===== src/common/cursor_pkg.sv =====
package cursor_pkg;

  // Screen coordinate, never negative after clamping.
  typedef logic [8:0] pos_t;

  // Movement as sent by the mouse, sign bit taken from the status byte.
  typedef logic signed [8:0] delta_t;

  // Left, right and middle button, in status byte order.
  typedef logic [2:0] buttons_t;

  typedef enum logic [1:0] {
    REG_STATUS = 2'd0,
    REG_X_LO   = 2'd1,
    REG_Y_LO   = 2'd2,
    REG_HI     = 2'd3
  } reg_addr_t;

endpackage


===== src/common/ps2_pkg.sv =====
package ps2_pkg;

  // One data byte as it travels inside a device or host frame.
  typedef logic [7:0] ps2_byte_t;

  // Movement packet fields in arrival order.
  // The status byte sits at [26:19], the X byte at [18:11] and the Y byte at [10:3].
  // The low bits repeat the X sign, the Y sign and the sync bit of the status byte.
  typedef logic [26:0] mouse_packet_t;

  // Enable data reporting, the only command the host ever sends.
  localparam ps2_byte_t CMD_ENABLE = 8'hF4;

  // Acknowledge returned by the mouse after a command.
  localparam ps2_byte_t RSP_ACK = 8'hFA;

  // Start bit, eight data bits, parity and stop.
  localparam int FRAME_BITS = 11;

endpackage

===== src/hdl/ps2_mouse.sv =====
`timescale 1ns/1ns

module ps2_mouse #(
  parameter int INHIBIT_CYCLES = 10000,
  parameter int FIFO_DEPTH     = 4,
  parameter int X_MAX          = 409,
  parameter int Y_MAX          = 307
) (
  input  logic                  clk,
  input  logic                  rst,
  input  logic                  ps2_clk_in,
  input  logic                  ps2_data_in,
  input  logic                  hold,
  input  cursor_pkg::reg_addr_t addr,
  output logic                  ps2_clk_pull,
  output logic                  ps2_data_pull,
  output logic                  enabled,
  output ps2_pkg::ps2_byte_t    rdata
);

  import ps2_pkg::*;

  logic          tx_done;
  logic          ack_seen;
  logic          pkt_valid;
  mouse_packet_t pkt_data;
  mouse_packet_t fifo_rdata;
  logic          fifo_empty;
  logic          pop;
  logic          overflow;

  ps2_host_tx #(
    .INHIBIT_CYCLES(INHIBIT_CYCLES)
  ) i_host_tx (
    .clk          (clk),
    .rst          (rst),
    .ps2_clk_in   (ps2_clk_in),
    .ack_seen     (ack_seen),
    .ps2_clk_pull (ps2_clk_pull),
    .ps2_data_pull(ps2_data_pull),
    .tx_done      (tx_done),
    .enabled      (enabled)
  );

  ps2_packet_rx i_packet_rx (
    .clk        (clk),
    .rst        (rst),
    .ps2_clk_in (ps2_clk_in),
    .ps2_data_in(ps2_data_in),
    .tx_done    (tx_done),
    .enabled    (enabled),
    .ack_seen   (ack_seen),
    .pkt_valid  (pkt_valid),
    .pkt_data   (pkt_data)
  );

  packet_fifo #(
    .FIFO_DEPTH(FIFO_DEPTH)
  ) i_packet_fifo (
    .clk     (clk),
    .rst     (rst),
    .push    (pkt_valid),
    .wdata   (pkt_data),
    .pop     (pop),
    .rdata   (fifo_rdata),
    .empty   (fifo_empty),
    .overflow(overflow)
  );

  cursor_tracker #(
    .X_MAX(X_MAX),
    .Y_MAX(Y_MAX)
  ) i_cursor_tracker (
    .clk       (clk),
    .rst       (rst),
    .hold      (hold),
    .fifo_empty(fifo_empty),
    .pkt_data  (fifo_rdata),
    .enabled   (enabled),
    .overflow  (overflow),
    .addr      (addr),
    .pop       (pop),
    .rdata     (rdata)
  );

endmodule


===== src/hdl/cursor_tracker.sv =====
`timescale 1ns/1ns

module cursor_tracker #(
  parameter int X_MAX = 409,
  parameter int Y_MAX = 307
) (
  input  logic                   clk,
  input  logic                   rst,
  input  logic                   hold,
  input  logic                   fifo_empty,
  input  ps2_pkg::mouse_packet_t pkt_data,
  input  logic                   enabled,
  input  logic                   overflow,
  input  cursor_pkg::reg_addr_t  addr,
  output logic                   pop,
  output ps2_pkg::ps2_byte_t     rdata
);

  import ps2_pkg::*;
  import cursor_pkg::*;

  pos_t     x;
  pos_t     y;
  buttons_t buttons;
  delta_t   dx;
  delta_t   dy;

  // the sum is kept at 10 bits, so a negative result shows as a set top bit.
  function automatic pos_t step(input pos_t p, input delta_t d, input pos_t lim);
    logic [9:0] sum;
    sum = {1'b0, p} + {d[8], d};
    if (d[8] && sum[9]) begin
      step = '0;
    end else if (sum > {1'b0, lim}) begin
      step = lim;
    end else begin
      step = sum[8:0];
    end
  endfunction

  assign dx = {pkt_data[2], pkt_data[18:11]};
  assign dy = {pkt_data[1], pkt_data[10:3]};

  always_ff @(posedge clk or posedge rst) begin
    if (rst) begin
      pop     <= 1'b0;
      x       <= pos_t'(X_MAX / 2);
      y       <= pos_t'(Y_MAX / 2);
      buttons <= '0;
    end else begin
      // Skip a cycle after each pop so that empty has caught up.
      pop <= !fifo_empty && !hold && !pop;
      if (pop) begin
        x       <= step(x, dx, pos_t'(X_MAX));
        y       <= step(y, dy, pos_t'(Y_MAX));
        buttons <= pkt_data[21:19];
      end
    end
  end

  always_comb begin
    unique case (addr)
      REG_STATUS: rdata = {overflow, enabled, 3'b000, buttons};
      REG_X_LO:   rdata = x[7:0];
      REG_Y_LO:   rdata = y[7:0];
      REG_HI:     rdata = {6'b000000, y[8], x[8]};
    endcase
  end

  a_pos_in_box: assert property (@(posedge clk) disable iff (rst)
    (x <= pos_t'(X_MAX)) && (y <= pos_t'(Y_MAX)))
    else $error("cursor left the screen box");

endmodule


===== src/hdl/packet_fifo.sv =====
`timescale 1ns/1ns

module packet_fifo #(
  parameter int FIFO_DEPTH = 4
) (
  input  logic                   clk,
  input  logic                   rst,
  input  logic                   push,
  input  ps2_pkg::mouse_packet_t wdata,
  input  logic                   pop,
  output ps2_pkg::mouse_packet_t rdata,
  output logic                   empty,
  output logic                   overflow
);

  import ps2_pkg::*;

  localparam int PTR_W = (FIFO_DEPTH > 1) ? $clog2(FIFO_DEPTH) : 1;
  localparam int CNT_W = $clog2(FIFO_DEPTH + 1);

  mouse_packet_t    mem [FIFO_DEPTH];
  logic [PTR_W-1:0] wr_ptr;
  logic [PTR_W-1:0] rd_ptr;
  logic [CNT_W-1:0] count;
  logic             full;
  logic             do_push;
  logic             do_pop;

  function automatic logic [PTR_W-1:0] next_ptr(input logic [PTR_W-1:0] ptr);
    next_ptr = (ptr == PTR_W'(FIFO_DEPTH - 1)) ? '0 : ptr + 1'b1;
  endfunction

  assign full    = (count == CNT_W'(FIFO_DEPTH));
  assign empty   = (count == '0);
  assign do_push = push & ~full;
  assign do_pop  = pop & ~empty;
  assign rdata   = mem[rd_ptr];

  always_ff @(posedge clk or posedge rst) begin
    if (rst) begin
      wr_ptr   <= '0;
      rd_ptr   <= '0;
      count    <= '0;
      overflow <= 1'b0;
    end else begin
      if (do_push) begin
        wr_ptr <= next_ptr(wr_ptr);
      end
      if (do_pop) begin
        rd_ptr <= next_ptr(rd_ptr);
      end
      if (do_push != do_pop) begin
        count <= do_push ? count + 1'b1 : count - 1'b1;
      end
      // a packet that finds no room is lost for good.
      if (push && full) begin
        overflow <= 1'b1;
      end
    end
  end

  always_ff @(posedge clk) begin
    if (do_push) begin
      mem[wr_ptr] <= wdata;
    end
  end

  a_no_pop_empty: assert property (@(posedge clk) disable iff (rst)
    pop |-> !empty)
    else $error("consumer popped an empty packet FIFO");

endmodule


===== src/ps2/ps2_packet_rx.sv =====
`timescale 1ns/1ns

module ps2_packet_rx (
  input  logic                    clk,
  input  logic                    rst,
  input  logic                    ps2_clk_in,
  input  logic                    ps2_data_in,
  input  logic                    tx_done,
  input  logic                    enabled,
  output logic                    ack_seen,
  output logic                    pkt_valid,
  output ps2_pkg::mouse_packet_t  pkt_data
);

  import ps2_pkg::*;

  logic                  clk_meta;
  logic                  clk_sync;
  logic                  clk_prev;
  logic                  data_meta;
  logic                  data_sync;
  logic [3:0]            bit_cnt;
  logic [1:0]            byte_idx;
  logic [FRAME_BITS-1:0] frame;
  logic [FRAME_BITS-1:0] frame_next;
  logic                  sample;
  logic                  frame_end;
  logic                  frame_ok;
  ps2_byte_t             rx_byte;
  ps2_byte_t             status_b;
  ps2_byte_t             x_b;

  // data is stable on the falling device clock, shifted in LSB first.
  assign sample     = clk_prev & ~clk_sync & tx_done;
  assign frame_next = {data_sync, frame[FRAME_BITS-1:1]};
  assign frame_end  = sample && (bit_cnt == 4'(FRAME_BITS - 1));
  assign rx_byte    = frame_next[8:1];
  assign frame_ok   = !frame_next[0] && frame_next[FRAME_BITS-1] && (^frame_next[9:1]);

  always_ff @(posedge clk or posedge rst) begin
    if (rst) begin
      clk_meta  <= 1'b1;
      clk_sync  <= 1'b1;
      clk_prev  <= 1'b1;
      data_meta <= 1'b1;
      data_sync <= 1'b1;
      bit_cnt   <= '0;
      byte_idx  <= '0;
      ack_seen  <= 1'b0;
      pkt_valid <= 1'b0;
    end else begin
      clk_meta  <= ps2_clk_in;
      clk_sync  <= clk_meta;
      clk_prev  <= clk_sync;
      data_meta <= ps2_data_in;
      data_sync <= data_meta;
      ack_seen  <= 1'b0;
      pkt_valid <= 1'b0;
      if (sample) begin
        bit_cnt <= frame_end ? 4'd0 : bit_cnt + 4'd1;
      end
      if (frame_end) begin
        if (!frame_ok) begin
          // A damaged byte throws away whatever part of the packet came before it.
          byte_idx <= '0;
        end else if (!enabled) begin
          ack_seen <= (rx_byte == RSP_ACK);
        end else if (byte_idx == 2'd2) begin
          byte_idx  <= '0;
          pkt_valid <= 1'b1;
        end else begin
          byte_idx <= byte_idx + 2'd1;
        end
      end
    end
  end

  always_ff @(posedge clk) begin
    if (sample) begin
      frame <= frame_next;
    end
    if (frame_end && frame_ok && enabled) begin
      case (byte_idx)
        2'd0:    status_b <= rx_byte;
        2'd1:    x_b <= rx_byte;
        default: pkt_data <= {status_b, x_b, rx_byte, status_b[4], status_b[5], status_b[3]};
      endcase
    end
  end

  a_no_early_packet: assert property (@(posedge clk) disable iff (rst)
    pkt_valid |-> enabled)
    else $error("packet strobed before the mouse acknowledged enable");

endmodule


===== src/ps2/ps2_host_tx.sv =====
`timescale 1ns/1ns

module ps2_host_tx #(
  parameter int INHIBIT_CYCLES = 10000
) (
  input  logic clk,
  input  logic rst,
  input  logic ps2_clk_in,
  input  logic ack_seen,
  output logic ps2_clk_pull,
  output logic ps2_data_pull,
  output logic tx_done,
  output logic enabled
);

  import ps2_pkg::*;

  typedef enum logic [2:0] {INHIBIT, START, DATA, STOP, WAIT_ACK, DONE} tx_state_t;

  tx_state_t   state;
  logic [13:0] inhibit_cnt;
  logic [3:0]  bit_cnt;
  logic [8:0]  shift;
  logic        clk_meta;
  logic        clk_sync;
  logic        clk_prev;
  logic        clk_fall;

  // the device drives the clock once the host has released it.
  assign clk_fall = clk_prev & ~clk_sync;

  always_ff @(posedge clk or posedge rst) begin
    if (rst) begin
      state         <= INHIBIT;
      inhibit_cnt   <= '0;
      bit_cnt       <= '0;
      shift         <= '0;
      clk_meta      <= 1'b1;
      clk_sync      <= 1'b1;
      clk_prev      <= 1'b1;
      ps2_clk_pull  <= 1'b0;
      ps2_data_pull <= 1'b0;
      tx_done       <= 1'b0;
      enabled       <= 1'b0;
    end else begin
      clk_meta <= ps2_clk_in;
      clk_sync <= clk_meta;
      clk_prev <= clk_sync;
      case (state)
        INHIBIT: begin
          ps2_clk_pull <= 1'b1;
          if (inhibit_cnt == 14'(INHIBIT_CYCLES - 1)) begin
            ps2_data_pull <= 1'b1;
            shift         <= {~^CMD_ENABLE, CMD_ENABLE};
            state         <= START;
          end else begin
            inhibit_cnt <= inhibit_cnt + 14'd1;
          end
        end
        START: begin
          // Data is already low, so letting go of the clock is the request to send.
          ps2_clk_pull <= 1'b0;
          bit_cnt      <= '0;
          state        <= DATA;
        end
        DATA: begin
          if (clk_fall) begin
            ps2_data_pull <= ~shift[0];
            shift         <= {1'b0, shift[8:1]};
            if (bit_cnt == 4'd8) begin
              state <= STOP;
            end else begin
              bit_cnt <= bit_cnt + 4'd1;
            end
          end
        end
        STOP: begin
          if (clk_fall) begin
            ps2_data_pull <= 1'b0;
            state         <= WAIT_ACK;
          end
        end
        WAIT_ACK: begin
          // the next falling edge is the line acknowledge, after it the mouse answers.
          if (clk_fall) begin
            tx_done <= 1'b1;
          end
          if (ack_seen) begin
            enabled <= 1'b1;
            state   <= DONE;
          end
        end
        default: begin
        end
      endcase
    end
  end

  a_no_double_pull: assert property (@(posedge clk) disable iff (rst)
    (state inside {DATA, STOP, WAIT_ACK, DONE}) |-> !(ps2_clk_pull && ps2_data_pull))
    else $error("host pulls clock and data low together after the start phase");

endmodule


===== config.mk =====
export PLATFORM = sky130hd
export DESIGN_NAME = ps2_mouse
export DESIGN_NICKNAME = d
export VERILOG_FILES = /design/src/common/cursor_pkg.sv /design/src/common/ps2_pkg.sv /design/src/hdl/ps2_mouse.sv /design/src/hdl/cursor_tracker.sv /design/src/hdl/packet_fifo.sv /design/src/ps2/ps2_packet_rx.sv /design/src/ps2/ps2_host_tx.sv
export SDC_FILE = /design/constraint.sdc
export NUM_CORES = 1
export LEC_CHECK = 0
export ABC_CLOCK_PERIOD_IN_PS = 7000
export BUFFER_PORTS_ARGS = -buffer_cell sky130_fd_sc_hd__buf_4
export CAP_MARGIN = 20
export CORE_ASPECT_RATIO = 2
export CORE_MARGIN = 10
export CORE_UTILIZATION = 45
export CTS_BUF_LIST = sky130_fd_sc_hd__clkbuf_4 sky130_fd_sc_hd__clkbuf_8 sky130_fd_sc_hd__clkbuf_16
export DETAILED_ROUTE_END_ITERATION = 8
export PLACE_DENSITY = 0.57
export SLEW_MARGIN = 0
export SYNTH_ARGS = -nofsm -noshare
export SYNTH_HDL_FRONTEND = slang
export SYNTH_SLANG_ARGS = --single-unit

===== constraint.sdc =====
create_clock -name clk -period 7 [get_ports clk]
set_input_delay 0.35 -clock clk [delete_from_list [all_inputs] [get_ports clk]]
set_output_delay 0.35 -clock clk [all_outputs]
set_load 0.01 [all_outputs]

Word-level counts from Yosys, hierarchy flattened --
Memory sizes are Yosys's and may differ from the RTL's. Cells that the tools add are included.
Storage, ports and cells: input bits 7, memories 1, RAM bits 108, register bits after elaboration 131, output and inout bits 11
Cells by class: reductions and logical operators 36, $lt $le $gt $ge 2, equal/unequal tests 24, add/sub/neg operators 10, multiplexer cells 38, bitwise logic cells 10
Memory list:
- i_packet_fifo.mem | words 4, bits a word 27, read ports 1, clocked after memory_dff 0, write ports 1, RTL line packet_fifo.sv:21 | mouse_packet_t mem [FIFO_DEPTH];
Operators with widths (number):
- two-way mux 9 bit | 6
- case mux 8 bit (4 select lines) | 1
- adder 9 x 10 -> 10 bit | 2
- > comparator 10 x 9 -> 1 bit (second input constant) | 2
- two-way mux 3 bit | 6
- case mux 9 bit (2 select lines) | 1
- case mux 3 bit (5 select lines) | 1
- adder 14 x 1 -> 14 bit (second input constant) | 1
- == test 14 bit (second input constant) | 1
- AND reduction 2 bit | 7
- two-way mux 1 bit | 12
- two-way mux 4 bit | 3
- == test 2 bit (second input constant) | 5
- logical AND 1 bit | 10
- two-way mux 2 bit | 5
- != test 2 x 1 -> 1 bit (second input constant) | 5
- parity 9 bit | 1
- adder 4 x 1 -> 4 bit (second input constant) | 2
- == test 4 bit (second input constant) | 2
- == test 8 bit (second input constant) | 1
- case mux 4 bit (2 select lines) | 1
- adder 2 x 1 -> 2 bit (second input constant) | 3
- == test 3 x 2 -> 1 bit (second input constant) | 2
- == test 3 bit (second input constant) | 2
- 20 further kinds | 38

Logic depth before layout (Yosys ltp) --
Gate-level depths: netlist of run 1.
word-level depth 7, mapped depth 17

Cells and area by module --
Synthesis of run 1 repeated with hierarchy kept, for this count alone.
Second synthesis, totals: cell total of the unflattened synthesis 673, area total of the unflattened synthesis 10241.1 um^2
By module, submodules not included:
- packet_fifo | cells an instance 204, sequential area each 3443.3 um^2, instances 1, area an instance 4491.8 um^2
- ps2_packet_rx | cells an instance 114, sequential area each 1833.0 um^2, instances 1, area an instance 2208.4 um^2
- cursor_tracker | cells an instance 201, sequential area each 560.5 um^2, instances 1, area an instance 1880.6 um^2
- ps2_host_tx | cells an instance 154, sequential area each 904.6 um^2, instances 1, area an instance 1660.3 um^2

Least setup slack after synthesis of run 1 --
OpenSTA, ideal clock, no wires.
kind register to register, start register i_packet_fifo.rd_ptr[0], end register i_cursor_tracker.y[5], arrival time 3.770 ns, path slack 3.106 ns, period minus slack after synthesis 3.894 ns, cell stages (with the launch flop) 17, data required time 6.876 ns, cell sequence dfrtp_1 -> clkbuf_1 -> buf_1 -> mux4_2 -> ha_1 -> clkbuf_1 -> a21o_1 -> a211oi_1 -> a21oi_1 -> o21a_1 -> o21a_1 -> nor2_1 -> ha_1 -> inv_1 -> nand2_1 -> and3b_1 -> a211o_1
On the way: longest elaborated chain between the ends 5, elaborated cells between the ends (all ways) 6, those cells by class add/sub (1); order compare (1); mux (2); reduce/logical (1); memory (1)
Ends and longest elaborated chain:
- from (decl) | RTL line packet_fifo.sv:23 | logic [PTR_W-1:0] rd_ptr;
- from (signal assigned) | RTL line packet_fifo.sv:50 | rd_ptr <= next_ptr(rd_ptr);
- memory (4 x 27 bit) (*)
- adder 9 x 10 -> 10 bit | RTL line cursor_tracker.sv:31 | sum = {1'b0, p} + {d[8], d};
- > comparator 10 x 9 -> 1 bit | RTL line cursor_tracker.sv:34 | end else if (sum > {1'b0, lim}) begin
- two-way mux 9 bit | RTL line cursor_tracker.sv:34
- two-way mux 9 bit (*) | RTL line cursor_tracker.sv:32 | if (d[8] && sum[9]) begin
- to (signal assigned) | RTL line cursor_tracker.sv:48 | y <= pos_t'(Y_MAX / 2);
- to (signal assigned) | RTL line cursor_tracker.sv:55 | y <= step(y, dy, pos_t'(Y_MAX));
- to (decl) | RTL line cursor_tracker.sv:23 | pos_t y;
Every way passes the cells marked *; elsewhere a longest branch is shown, timed or not. A chain may end at the register's enable or synchronous reset.

Worst setup path after layout of run 1 --
start register i_packet_fifo.rd_ptr[0], end register i_cursor_tracker.x[1]
On the way: longest elaborated chain between the ends 5, elaborated cells between the ends (all ways) 6, those cells by class add/sub (1); order compare (1); mux (2); reduce/logical (1); memory (1)
Ends and longest elaborated chain:
- memory (4 x 27 bit) (*)
- adder 9 x 10 -> 10 bit | RTL line cursor_tracker.sv:31
- > comparator 10 x 9 -> 1 bit | RTL line cursor_tracker.sv:34
- two-way mux 9 bit | RTL line cursor_tracker.sv:34
- two-way mux 9 bit (*) | RTL line cursor_tracker.sv:32
- to (signal assigned) | RTL line cursor_tracker.sv:47 | x <= pos_t'(X_MAX / 2);
- to (signal assigned) | RTL line cursor_tracker.sv:54 | x <= step(x, dx, pos_t'(X_MAX));
- to (decl) | RTL line cursor_tracker.sv:22 | pos_t x;
Marked as above.

==> results of run 1 <==
==> critical path, cell delays in order (launching register included) <==
cell and delay [ns]:
dfrtp_1 0.32, buf_4 0.40, mux4_2 0.58, ha_1 0.39
nand3_1 0.09, nor2_1 0.11, o21ai_0 0.14, a21boi_0 0.45
o21a_1 0.17, nor2_1 0.04, ha_1 0.33, nand3_1 0.15
o41a_1 0.47, a32o_1 0.23
==> cells by family after synthesis <==
family          count (synthesis)  synth area share (%)
compound gates                119                  9.64
fa+ha+maj                      37                  5.37
simple gates                  155                  9.04
mux                            36                  7.30
flops                         204                  63.8
buf+inv                        47                  1.98
xor+xnor                       30                  2.91
==> per-layer routing <==
layer	vias up	share of wire [%]	track usage, %
met5	-	0	0
met3	34	2.7	1.86
li1	2453	-	-
met4	0	2.7	5.13
met1	2619	36	13.3
met2	71	59	27.4
==> state kept, by name, summed over array words and instances (netlist names), 2 cells and up <==
register and count:
i_packet_rx.frame 10, i_host_tx.shift 8, i_host_tx.state 3, i_host_tx.inhibit_cnt 14, i_packet_rx.status_b 5, i_packet_rx.x_b 8
i_cursor_tracker.buttons 3, i_packet_fifo.rd_ptr 2, i_cursor_tracker.y 9, i_packet_rx.bit_cnt 4, i_packet_fifo.mem 84, i_packet_rx.pkt_data 21
i_packet_fifo.count 3, i_cursor_tracker.x 9, i_host_tx.bit_cnt 4, i_packet_fifo.wr_ptr 2, i_packet_rx.byte_idx 2
==> cell usage in the layout (no fill, tap or decap), drive strengths merged, types with 4 or more instances in the layout <==
master	count
ha	34
a21o	10
dfrtp	63
nand4	10
o21a	6
nor2	29
clkbuf	22
xnor2	17
buf	27
mux4	23
xor2	13
nand3	16
or3	4
a21oi	17
dfstp	13
nand3b	5
o22ai	4
inv	28
nand2b	7
mux2i	4
mux2	9
clkinv	6
nand2	35
edfxtp	128
nor2b	7
o21ai	27
nor3	16
o22a	4
and2	7
nor3b	7
a22o	8
a31o	4
a211oi	5
==> report_power, final <==
| part | switching (mW) | leakage [nW] | internal (mW) |
|---|---|---|---|
| logic | 0.776 | 1.45 | 0.615 |
| clock network | 0.423 | 0.301 | 0.619 |
| registers | 0.0909 | 2.12 | 1.36 |
==> timing repair <==
item                                   CTS  global route
hold buffers                             3             0
setup buffers                            0             0
endpoints found under the hold margin    3             0
==> Yosys cell counts (all sizes together) (4+ instances only) <==
master | instances | area (µm²)
a211oi | 5 | 42.5
a21o | 10 | 75.1
a21oi | 17 | 85.1
a22o | 8 | 70.1
a31o | 4 | 35.0
and2 | 7 | 43.8
buf | 6 | 25.0
clkbuf | 12 | 45.0
dfrtp | 63 | 1580
dfstp | 13 | 342
edfxtp | 128 | 3840
ha | 34 | 425
inv | 29 | 109
mux2 | 9 | 101
mux2i | 4 | 40.0
mux4 | 23 | 518
nand2 | 35 | 131
nand2b | 7 | 43.8
nand3 | 16 | 80.1
nand3b | 5 | 37.5
nand4 | 10 | 62.6
nor2 | 29 | 109
nor2b | 7 | 51.3
nor3 | 16 | 80.1
nor3b | 7 | 57.6
o21a | 6 | 45.0
o21ai | 27 | 135
o22a | 4 | 35.0
o22ai | 4 | 25.0
or3 | 4 | 30.0
xnor2 | 17 | 149
xor2 | 13 | 114
==> through the flow <==
step / instance area (µm²) / instances / utilization [%] / power (mW) / setup WS [ns]
6_report: 10200 / 934 / 51.4 / 3.88 / 3.00
3_5_place_dp: 9530 / 899 / 48.1 / 2.86 / 3.00
2_1_floorplan: 9040 / 628 / - / 2.53 / 3.11
3_3_place_gp: 9480 / 896 / 47.8 / 2.82 / 3.08
5_1_grt: 10200 / 934 / 51.4 / 4.11 / 2.64
4_1_cts: 10200 / 934 / 51.4 / 3.91 / 2.98
==> final cells by class <==
type,count,area (µm²)
fillers,1691,9630
repair buffers,30,268
flip-flops and latches,204,5760
multi-input cells,377,3100
well taps,262,328
clock inverters,10,125
inverters,29,110
clock buffers,22,498
==> how the worst max path moves through the flow <==
stage	start	end	slack, ns
2_1_floorplan	i_packet_fifo.rd_ptr[0]	i_cursor_tracker.y[5]	3.11
3_3_place_gp	i_packet_fifo.rd_ptr[0]	i_cursor_tracker.x[1]	3.08
3_5_place_dp	i_packet_fifo.rd_ptr[0]	i_cursor_tracker.x[1]	3.00
4_1_cts	i_packet_fifo.rd_ptr[0]	i_cursor_tracker.x[1]	2.98
5_1_grt	i_packet_fifo.rd_ptr[0]	i_cursor_tracker.x[1]	2.64
6_report	i_packet_fifo.rd_ptr[0]	i_cursor_tracker.x[1]	3.00
==> qor.csv, run 1 <==
metric,value,unit
drt total wl,17.5,mm
vias after detailed routing,5177,
latest clock arrival within the worst-skew pair,0.49,ns
R2R depth,13,
endpoint type of the worst setup path,flip-flop,
number of different library cells in the post-synthesis netlist,67,
Synth Warn #,0,
I/O pin total,18,
Max Clk Rate,250,MHz
worst vdd rail ir drop,0.166,mV
clock sink count,204,
Total Negative Setup Slacks,0,ns
unrepaired setup endpoints after global routing,no,
Syn Std Cell Area,9040,µm²
final routed wire length divided by cell count,18.8,µm
wire length of the first global-routing pass,28.7,mm
Worst R2R Setup Slack,3.00,ns
clock-pin slew on the worst setup and hold paths,0.07,ns
asr flop ratio synth,37.3,%
number of cells upsized or downsized after cts,0,
depth of the CTS H-tree,1,
period utilization,57.2,%
drt via density,5.54,
placeable core area,19800,µm²
number of synthesized register bits,204,
final HPWL from detailed placement,12.7,mm
drt drc,0,
fin nets,705,
width of the chip,120,µm
share of post-route cells with drive strength above 1,17.3,%
number of DRC markers after the initial detailed-route iteration,334,
count of inserted antenna diode cells,0,
Worst slew margin,34.7,%
final antenna-violating net count,0,
GP Congestion,0.858,
run status,completed,
required arrival time at the worst endpoint,7.37,ns
overall fraction of global-route tracks in use,13.5,%
Worst Hold Slack,0.177,ns
effective utilization at floorplan,45.6,%
Max Root-Sink Buffers,3,
Critical Path Start Type,flip-flop,
root buffer cell,clkbuf_16,
Post-Syn Nets,672,
critical path data arrival time,4.37,ns
class of the worst hold path,in2async,
shortest period the worst path allows,4.00,ns
number of instances in the synthesized netlist,628,
Critical Path Fanout Max,24,
final setup fails,0,
power density normalized to cell area,381,nW/µm²
Total Die Area,26500,µm²
post-synthesis to final-layout area growth,12.7,%
number of hold violations in the final report,0,
Rows,73,
Mean Syn Cell Area,14.4,µm²
TritonCTS clock tree,yes,
worst reg2reg path startpoint,i_packet_fifo.rd_ptr[0],
"Seq/Total Area, Yosys",63.8,%
via count of the first global-routing pass,5597,
number of enable-type register cells in the synthesized netlist,128,
Main synth FF type,edfxtp_1,
transition time at the pin with the least slew margin,0.979,ns
category of the critical setup timing path,reg2reg,
largest clock skew in the final design,0.0175,ns
initial antenna violation count,0,
Static Leakage,3.87,nW
Chip Height,220,µm
total of max-cap violations,0,
first-pass iteration count of the detailed router,4,
Crit Reg-Reg Endpoint,i_cursor_tracker.x[1],
port bufs,17,
max-slew violation count,0,
number of buffers inserted during clock tree synthesis,19,
maximum number of pins on one net before global-route repair,77,
overflow left after global routing,0,
Note: power is estimated with default switching activity, not from simulation.
==> run 2: changes to the inputs <==
--- a/config.mk
+++ b/config.mk
@@ -5,7 +5,7 @@
 export SDC_FILE = /design/constraint.sdc
 export NUM_CORES = 1
 export LEC_CHECK = 0
-export ABC_CLOCK_PERIOD_IN_PS = 7000
+export ABC_CLOCK_PERIOD_IN_PS = 3400
 export BUFFER_PORTS_ARGS = -buffer_cell sky130_fd_sc_hd__buf_4
 export CAP_MARGIN = 20
 export CORE_ASPECT_RATIO = 2
@@ -13,7 +13,7 @@
 export CORE_UTILIZATION = 45
 export CTS_BUF_LIST = sky130_fd_sc_hd__clkbuf_4 sky130_fd_sc_hd__clkbuf_8 sky130_fd_sc_hd__clkbuf_16
 export DETAILED_ROUTE_END_ITERATION = 8
-export PLACE_DENSITY = 0.57
+export PLACE_DENSITY = 0.6
 export SLEW_MARGIN = 0
 export SYNTH_ARGS = -nofsm -noshare
 export SYNTH_HDL_FRONTEND = slang
==> constraint.sdc (replaced) <==
create_clock -name clk -period 3.4 [get_ports clk]
set_input_delay 0.17 -clock clk [delete_from_list [all_inputs] [get_ports clk]]
set_output_delay 0.17 -clock clk [all_outputs]
set_load 0.01 [all_outputs]
==> run 2 against run 1 <==
  * First-iteration DRC count is 25% lower
  * Via count increased by 4.9%
  * Clock skew fell by 0.0045 ns
  * Final area increased by 5.2%
  * Largest power group is now combinational logic
  * Setup slack lost 2.9 ns
  * Critical endpoint unchanged
  * Clock power increased by 100%
  * Non-clock buffer count rose by 38
  * Total power rose by 130%
  * Core utilization increased by 2.7 points
==> qor.csv, run 2 (synthesized netlist as in run 1, its figures left out) <==
metric,value,unit
max FFs per register,84,
port bufs,17,
period utilization,98.6,%
critical path data arrival time,3.71,ns
busiest metal layer after global routing,met2,
met3 demand-to-capacity share in global routing,1.74,%
Static Leakage,4.11,nW
run status,completed,
I/O pin total,18,
Total Negative Setup Slacks,0,ns
drt total wl,18.7,mm
overall power of the completed layout,8.99,mW
TritonCTS clock tree,yes,
total area of multi-input combinational cells,3310,µm²
combined flip-flop and latch cell area,5760,µm²
overall fraction of global-route tracks in use,14.0,%
final HPWL from detailed placement,13.4,mm
initial antenna violation count,0,
drt drc,0,
final instance area,10700,µm²
met1 usage,13.6,%
shortest period the worst path allows,3.35,ns
total of max-cap violations,0,
Rows,73,
effective utilization at floorplan,45.6,%
GR Util met2,27.6,%
endpoint type of the worst setup path,flip-flop,
Critical Path Start Type,flip-flop,
clock sink count,204,
max-slew violation count,0,
final antenna-violating net count,0,
vias after detailed routing,5431,
transition time at the pin with the least slew margin,0.816,ns
post-synthesis to final-layout area growth,18.6,%
required arrival time at the worst endpoint,3.76,ns
utilization of the core after routing,54.0,%
"commonest non-fill, non-tap cell in the layout",edfxtp_1,
first-pass iteration count of the detailed router,4,
Worst slew margin,45.2,%
root buffer cell,clkbuf_16,
Filler cells,1651,
number of hold violations in the final report,0,
most used cells in the layout excluding fill and tap cells,"128 x edfxtp_1, 62 x dfrtp_1, 58 x buf_4, 34 x nand2_1",
Max Root-Sink Buffers,3,
final routed wire length divided by cell count,19.3,µm
Chip Height,220,µm
Critical Path Fanout Max,5,
via count of the first global-routing pass,5794,
class of the worst hold path,in2async,
wire length of the first global-routing pass,29.8,mm
drt via density,5.59,
Total Die Area,26500,µm²
overflow left after global routing,0,
worst vdd rail ir drop,0.496,mV
share of post-route cells with drive strength above 1,25.8,%
count of inserted antenna diode cells,0,
register ranked first by flip-flop count,i_packet_fifo.mem,
number of buffers inserted during clock tree synthesis,18,
maximum number of pins on one net before global-route repair,59,
largest clock skew in the final design,0.0130,ns
Worst R2R Setup Slack,0.05,ns
placeable core area,19800,µm²
fin nets,742,
category of the critical setup timing path,reg2reg,
latest clock arrival within the worst-skew pair,0.48,ns
final setup fails,0,
width of the chip,120,µm
depth of the CTS H-tree,1,
Placed Area,9700,µm²
clock-pin slew on the worst setup and hold paths,0.07,ns
number of DRC markers after the initial detailed-route iteration,251,
unrepaired setup endpoints after global routing,yes,
largest registers ranked by flip-flop count,"i_packet_fifo.mem (84), i_packet_rx.pkt_data (21), i_host_tx.inhibit_cnt (14)",
Max Clk Rate,298,MHz
power density normalized to cell area,840,nW/µm²
GP Congestion,0.925,
R2R depth,11,
==> run 2: power breakdown <==
part | internal [mW] | leakage [nW] | switching, mW
sequential | 2.80 | 2.11 | 0.234
combinational | 1.91 | 1.69 | 1.97
clock | 1.20 | 0.304 | 0.889
==> run 2: critical path, cell delays in order, from the launching register on <==
cell and delay (ns):
dfrtp_2 0.44, clkbuf_16 0.18, mux4_2 0.53, ha_4 0.18, fa_2 0.36, a211oi_4 0.31
nor3b_4 0.09, nor3_2 0.19, nand4_1 0.11, o311a_1 0.15, o41a_1 0.43, a32o_2 0.26
==> run 2: stage by stage <==
stage	worst slack, ns	instances	hold slack, ns
after floorplan	0.000709	628	0.174
after global placement	0.0839	922	0.279
after detailed placement	-0.0258	922	0.280
after CTS	0.000733	961	0.322
after global routing	-0.0839	972	0.318
final	0.0487	972	0.282
==> run 2: area by class of cell <==
class                   count  share of cell area (%)
multi-input cells         377                    30.9
clock buffers              20                    4.51
repair buffers             68                    5.48
well taps                 262                    3.06
inverters                  29                    1.03
clock inverters            12                    1.24
flip-flops and latches    204                    53.8
==> run 2: what timing repair did <==
action                                 in CTS  in global routing
gates resized for setup                     1                 37
hold buffers                                4                  0
endpoints found under the hold margin      52                  0
pin swaps                                   2                 16
cloned                                      0                  1
setup buffers                               3                  9
setup endpoints to repair                   1                 16
==> run 2: per-layer routing <==
layer | up-vias | wire, µm
li1 | 2530 | -
met1 | 2738 | 6360
met2 | 108 | 10800
met3 | 55 | 605
met4 | 0 | 954
met5 | - | 0
==> run 2: final timing paths <==
kind / from / endpoint
min: rst / i_packet_fifo.wr_ptr[1]
min in group clk: ps2_clk_in / i_packet_rx.clk_meta
max: i_packet_fifo.rd_ptr[0] / i_cursor_tracker.x[1]
max in group asynchronous: rst / i_packet_rx.clk_prev
min reg2reg: i_packet_rx.clk_meta / i_packet_rx.clk_sync
max reg2reg: i_packet_fifo.rd_ptr[0] / i_cursor_tracker.x[1]
==> run 3: changes to the inputs <==
--- a/config.mk
+++ b/config.mk
@@ -17,4 +17,5 @@
 export SLEW_MARGIN = 0
 export SYNTH_ARGS = -nofsm -noshare
 export SYNTH_HDL_FRONTEND = slang
+export SYNTH_HIERARCHICAL = 1
 export SYNTH_SLANG_ARGS = --single-unit
==> run 3 against run 2 <==
  * Clock power increased by 15%
  * Synthesized cell count increased by 0.96%
  * Sequential share of layout area increased by 1.9 points
  * Via count decreased by 3.5%
  * Largest power group is now registers
  * Critical endpoint is now i_cursor_tracker/x[1]
  * Maximum frequency increased by 2.2%
  * Critical path depth increased by 1
  * Combinational power decreased by 26%
  * Hold slack got worse by 0.019 ns
  * Non-clock buffer count decreased by 31
==> qor.csv, run 3 <==
metric,value,unit
run status,completed,
category of the critical setup timing path,reg2reg,
wire length of the first global-routing pass,28.0,mm
number of buffers inserted during clock tree synthesis,20,
vias after detailed routing,5239,
Placed Area,9660,µm²
Max Clk Rate,305,MHz
Critical Path Fanout Max,12,
period utilization,96.4,%
latest clock arrival within the worst-skew pair,0.48,ns
top cell family by delay on the critical path,compound AO/OA/AOI/OAI gates,
via count of the first global-routing pass,5616,
clock sink count,207,
"commonest non-fill, non-tap cell in the layout",edfxtp_1,
number of hold violations in the final report,0,
drt via density,5.51,
post-synthesis to final-layout area growth,14.3,%
final setup fails,0,
power density normalized to cell area,797,nW/µm²
first-pass iteration count of the detailed router,4,
TritonCTS clock tree,yes,
number of instances in the synthesized netlist,634,
required arrival time at the worst endpoint,3.77,ns
Critical Path Start Type,flip-flop,
initial antenna violation count,0,
I/O pin total,18,
critical path data arrival time,3.64,ns
register ranked first by flip-flop count,i_packet_fifo/mem,
ordered cell list for the critical path,buf_12 -> mux4_2 -> ha_1 -> a211oi_2 -> o21ai_1 -> and3_2 -> o21a_1 -> nor2_1 -> ha_1 -> nand2_1 -> nor2_2 -> a32o_1,
root buffer cell,clkbuf_16,
delay of the slowest cell on the worst path,0.54,ns
overflow left after global routing,0,
final antenna-violating net count,0,
Worst R2R Setup Slack,0.12,ns
largest registers ranked by flip-flop count,"i_packet_fifo/mem (84), i_packet_rx/pkt_data (21), i_host_tx/inhibit_cnt (14)",
Post-Syn Nets,678,
Chip Height,222,µm
count of inserted antenna diode cells,0,
shortest period the worst path allows,3.28,ns
effective utilization at floorplan,45.9,%
Total Negative Setup Slacks,0,ns
final instance area,10500,µm²
"Cell Count, Final, Fillers Out",950,
Synth Warn #,6,
total of max-cap violations,0,
largest clock skew in the final design,0.00763,ns
Rows,73,
max-slew violation count,0,
endpoint type of the worst setup path,flip-flop,
Total Die Area,26900,µm²
share of post-route cells with drive strength above 1,21.9,%
max FFs per register,84,
most used cells in the layout excluding fill and tap cells,"128 x edfxtp_1, 61 x dfrtp_1, 36 x nor2_1, 35 x inv_1, 35 x ha_1",
transition time at the pin with the least slew margin,0.869,ns
drt total wl,17.3,mm
drt drc,0,
number of DRC markers after the initial detailed-route iteration,280,
total placed cells including tap cells,908,
Max Root-Sink Buffers,3,
most repeated library cell on the critical path,ha_1,
worst vdd rail ir drop,0.429,mV
clock-pin slew on the worst setup and hold paths,0.06,ns
port bufs,17,
Static Leakage,3.98,nW
Worst slew margin,42.0,%
count of buffering cells on the critical path with inverters included,1,
placeable core area,20000,µm²
GP Congestion,0.817,
"slowest stage cell, crit path",mux4_2,
final routed wire length divided by cell count,18.2,µm
width of the chip,121,µm
depth of the CTS H-tree,1,
Filler cells,1635,
maximum number of pins on one net before global-route repair,37,
fin nets,718,
class of the worst hold path,in2async,
final HPWL from detailed placement,12.5,mm
Syn Std Cell Area,9180,µm²
overall fraction of global-route tracks in use,12.8,%
Mean Syn Cell Area,14.5,µm²
## run 3: per-stage QoR
step	hold slack [ns]	util (%)	setup slack, ns	total power [mW]
after floorplan	-0.0143	-	0.302	5.24
after global placement	0.207	48.3	0.113	5.80
after detailed placement	0.210	48.3	0.0536	5.89
after CTS	0.271	52.1	0.0344	8.33
after global routing	0.300	52.5	-0.0207	8.88
final	0.263	52.5	0.122	8.36
## run 3: cell type report
class / count / area, µm² / share of cell area [%]
flip-flops and latches: 207 / 5840 / 55.7
clock buffers: 22 / 539 / 5.14
inverters: 35 / 131 / 1.25
clock inverters: 14 / 194 / 1.85
repair buffers: 37 / 318 / 3.03
well taps: 262 / 328 / 3.12
multi-input cells: 373 / 3140 / 29.9
## run 3: path summary, 6_finish.rpt
| path | depth (start not counted) | endpoint | from |
|---|---|---|---|
| worst min register to register | 0 | i_host_tx/clk_sync | i_host_tx/clk_meta |
| max in group asynchronous | 3 | i_cursor_tracker/x[8] | rst |
| worst max register to register | 12 | i_cursor_tracker/x[1] | i_packet_fifo/rd_ptr[0] |
| worst min-delay path | 3 | i_packet_fifo/count[0] | rst |
| min in group clk | 2 | i_packet_rx/data_meta | ps2_data_in |
| worst max-delay path | 12 | i_cursor_tracker/x[1] | i_packet_fifo/rd_ptr[0] |
## run 3: tightest hold or removal path, stage by stage
cell and delay, ns:
dlygate4sd3_1 0.54, buf_4 0.15, inv_1 0.30
## run 3: layer usage
layer | wire (µm) | GRT usage (%) | share of wire [%]
met1 | 6120 | 12.5 | 35
met2 | 10000 | 24.8 | 58
met3 | 553 | 1.96 | 3.2
met4 | 636 | 5.69 | 3.7
met5 | 0 | 0 | 0
## run 3: power by group
part	total, mW	internal [mW]	switching, mW
logic	2.87	1.33	1.54
clock network	2.40	1.47	0.933
registers	3.09	2.84	0.251
total	8.36	5.64	2.73
## run 3: repair_timing
action                                 in CTS  in global routing
endpoints found under the hold margin      67                  0
setup endpoints to repair                   0                 16
resized for setup                           0                 10
setup buffers                               0                  1
hold buffers                                4                  0
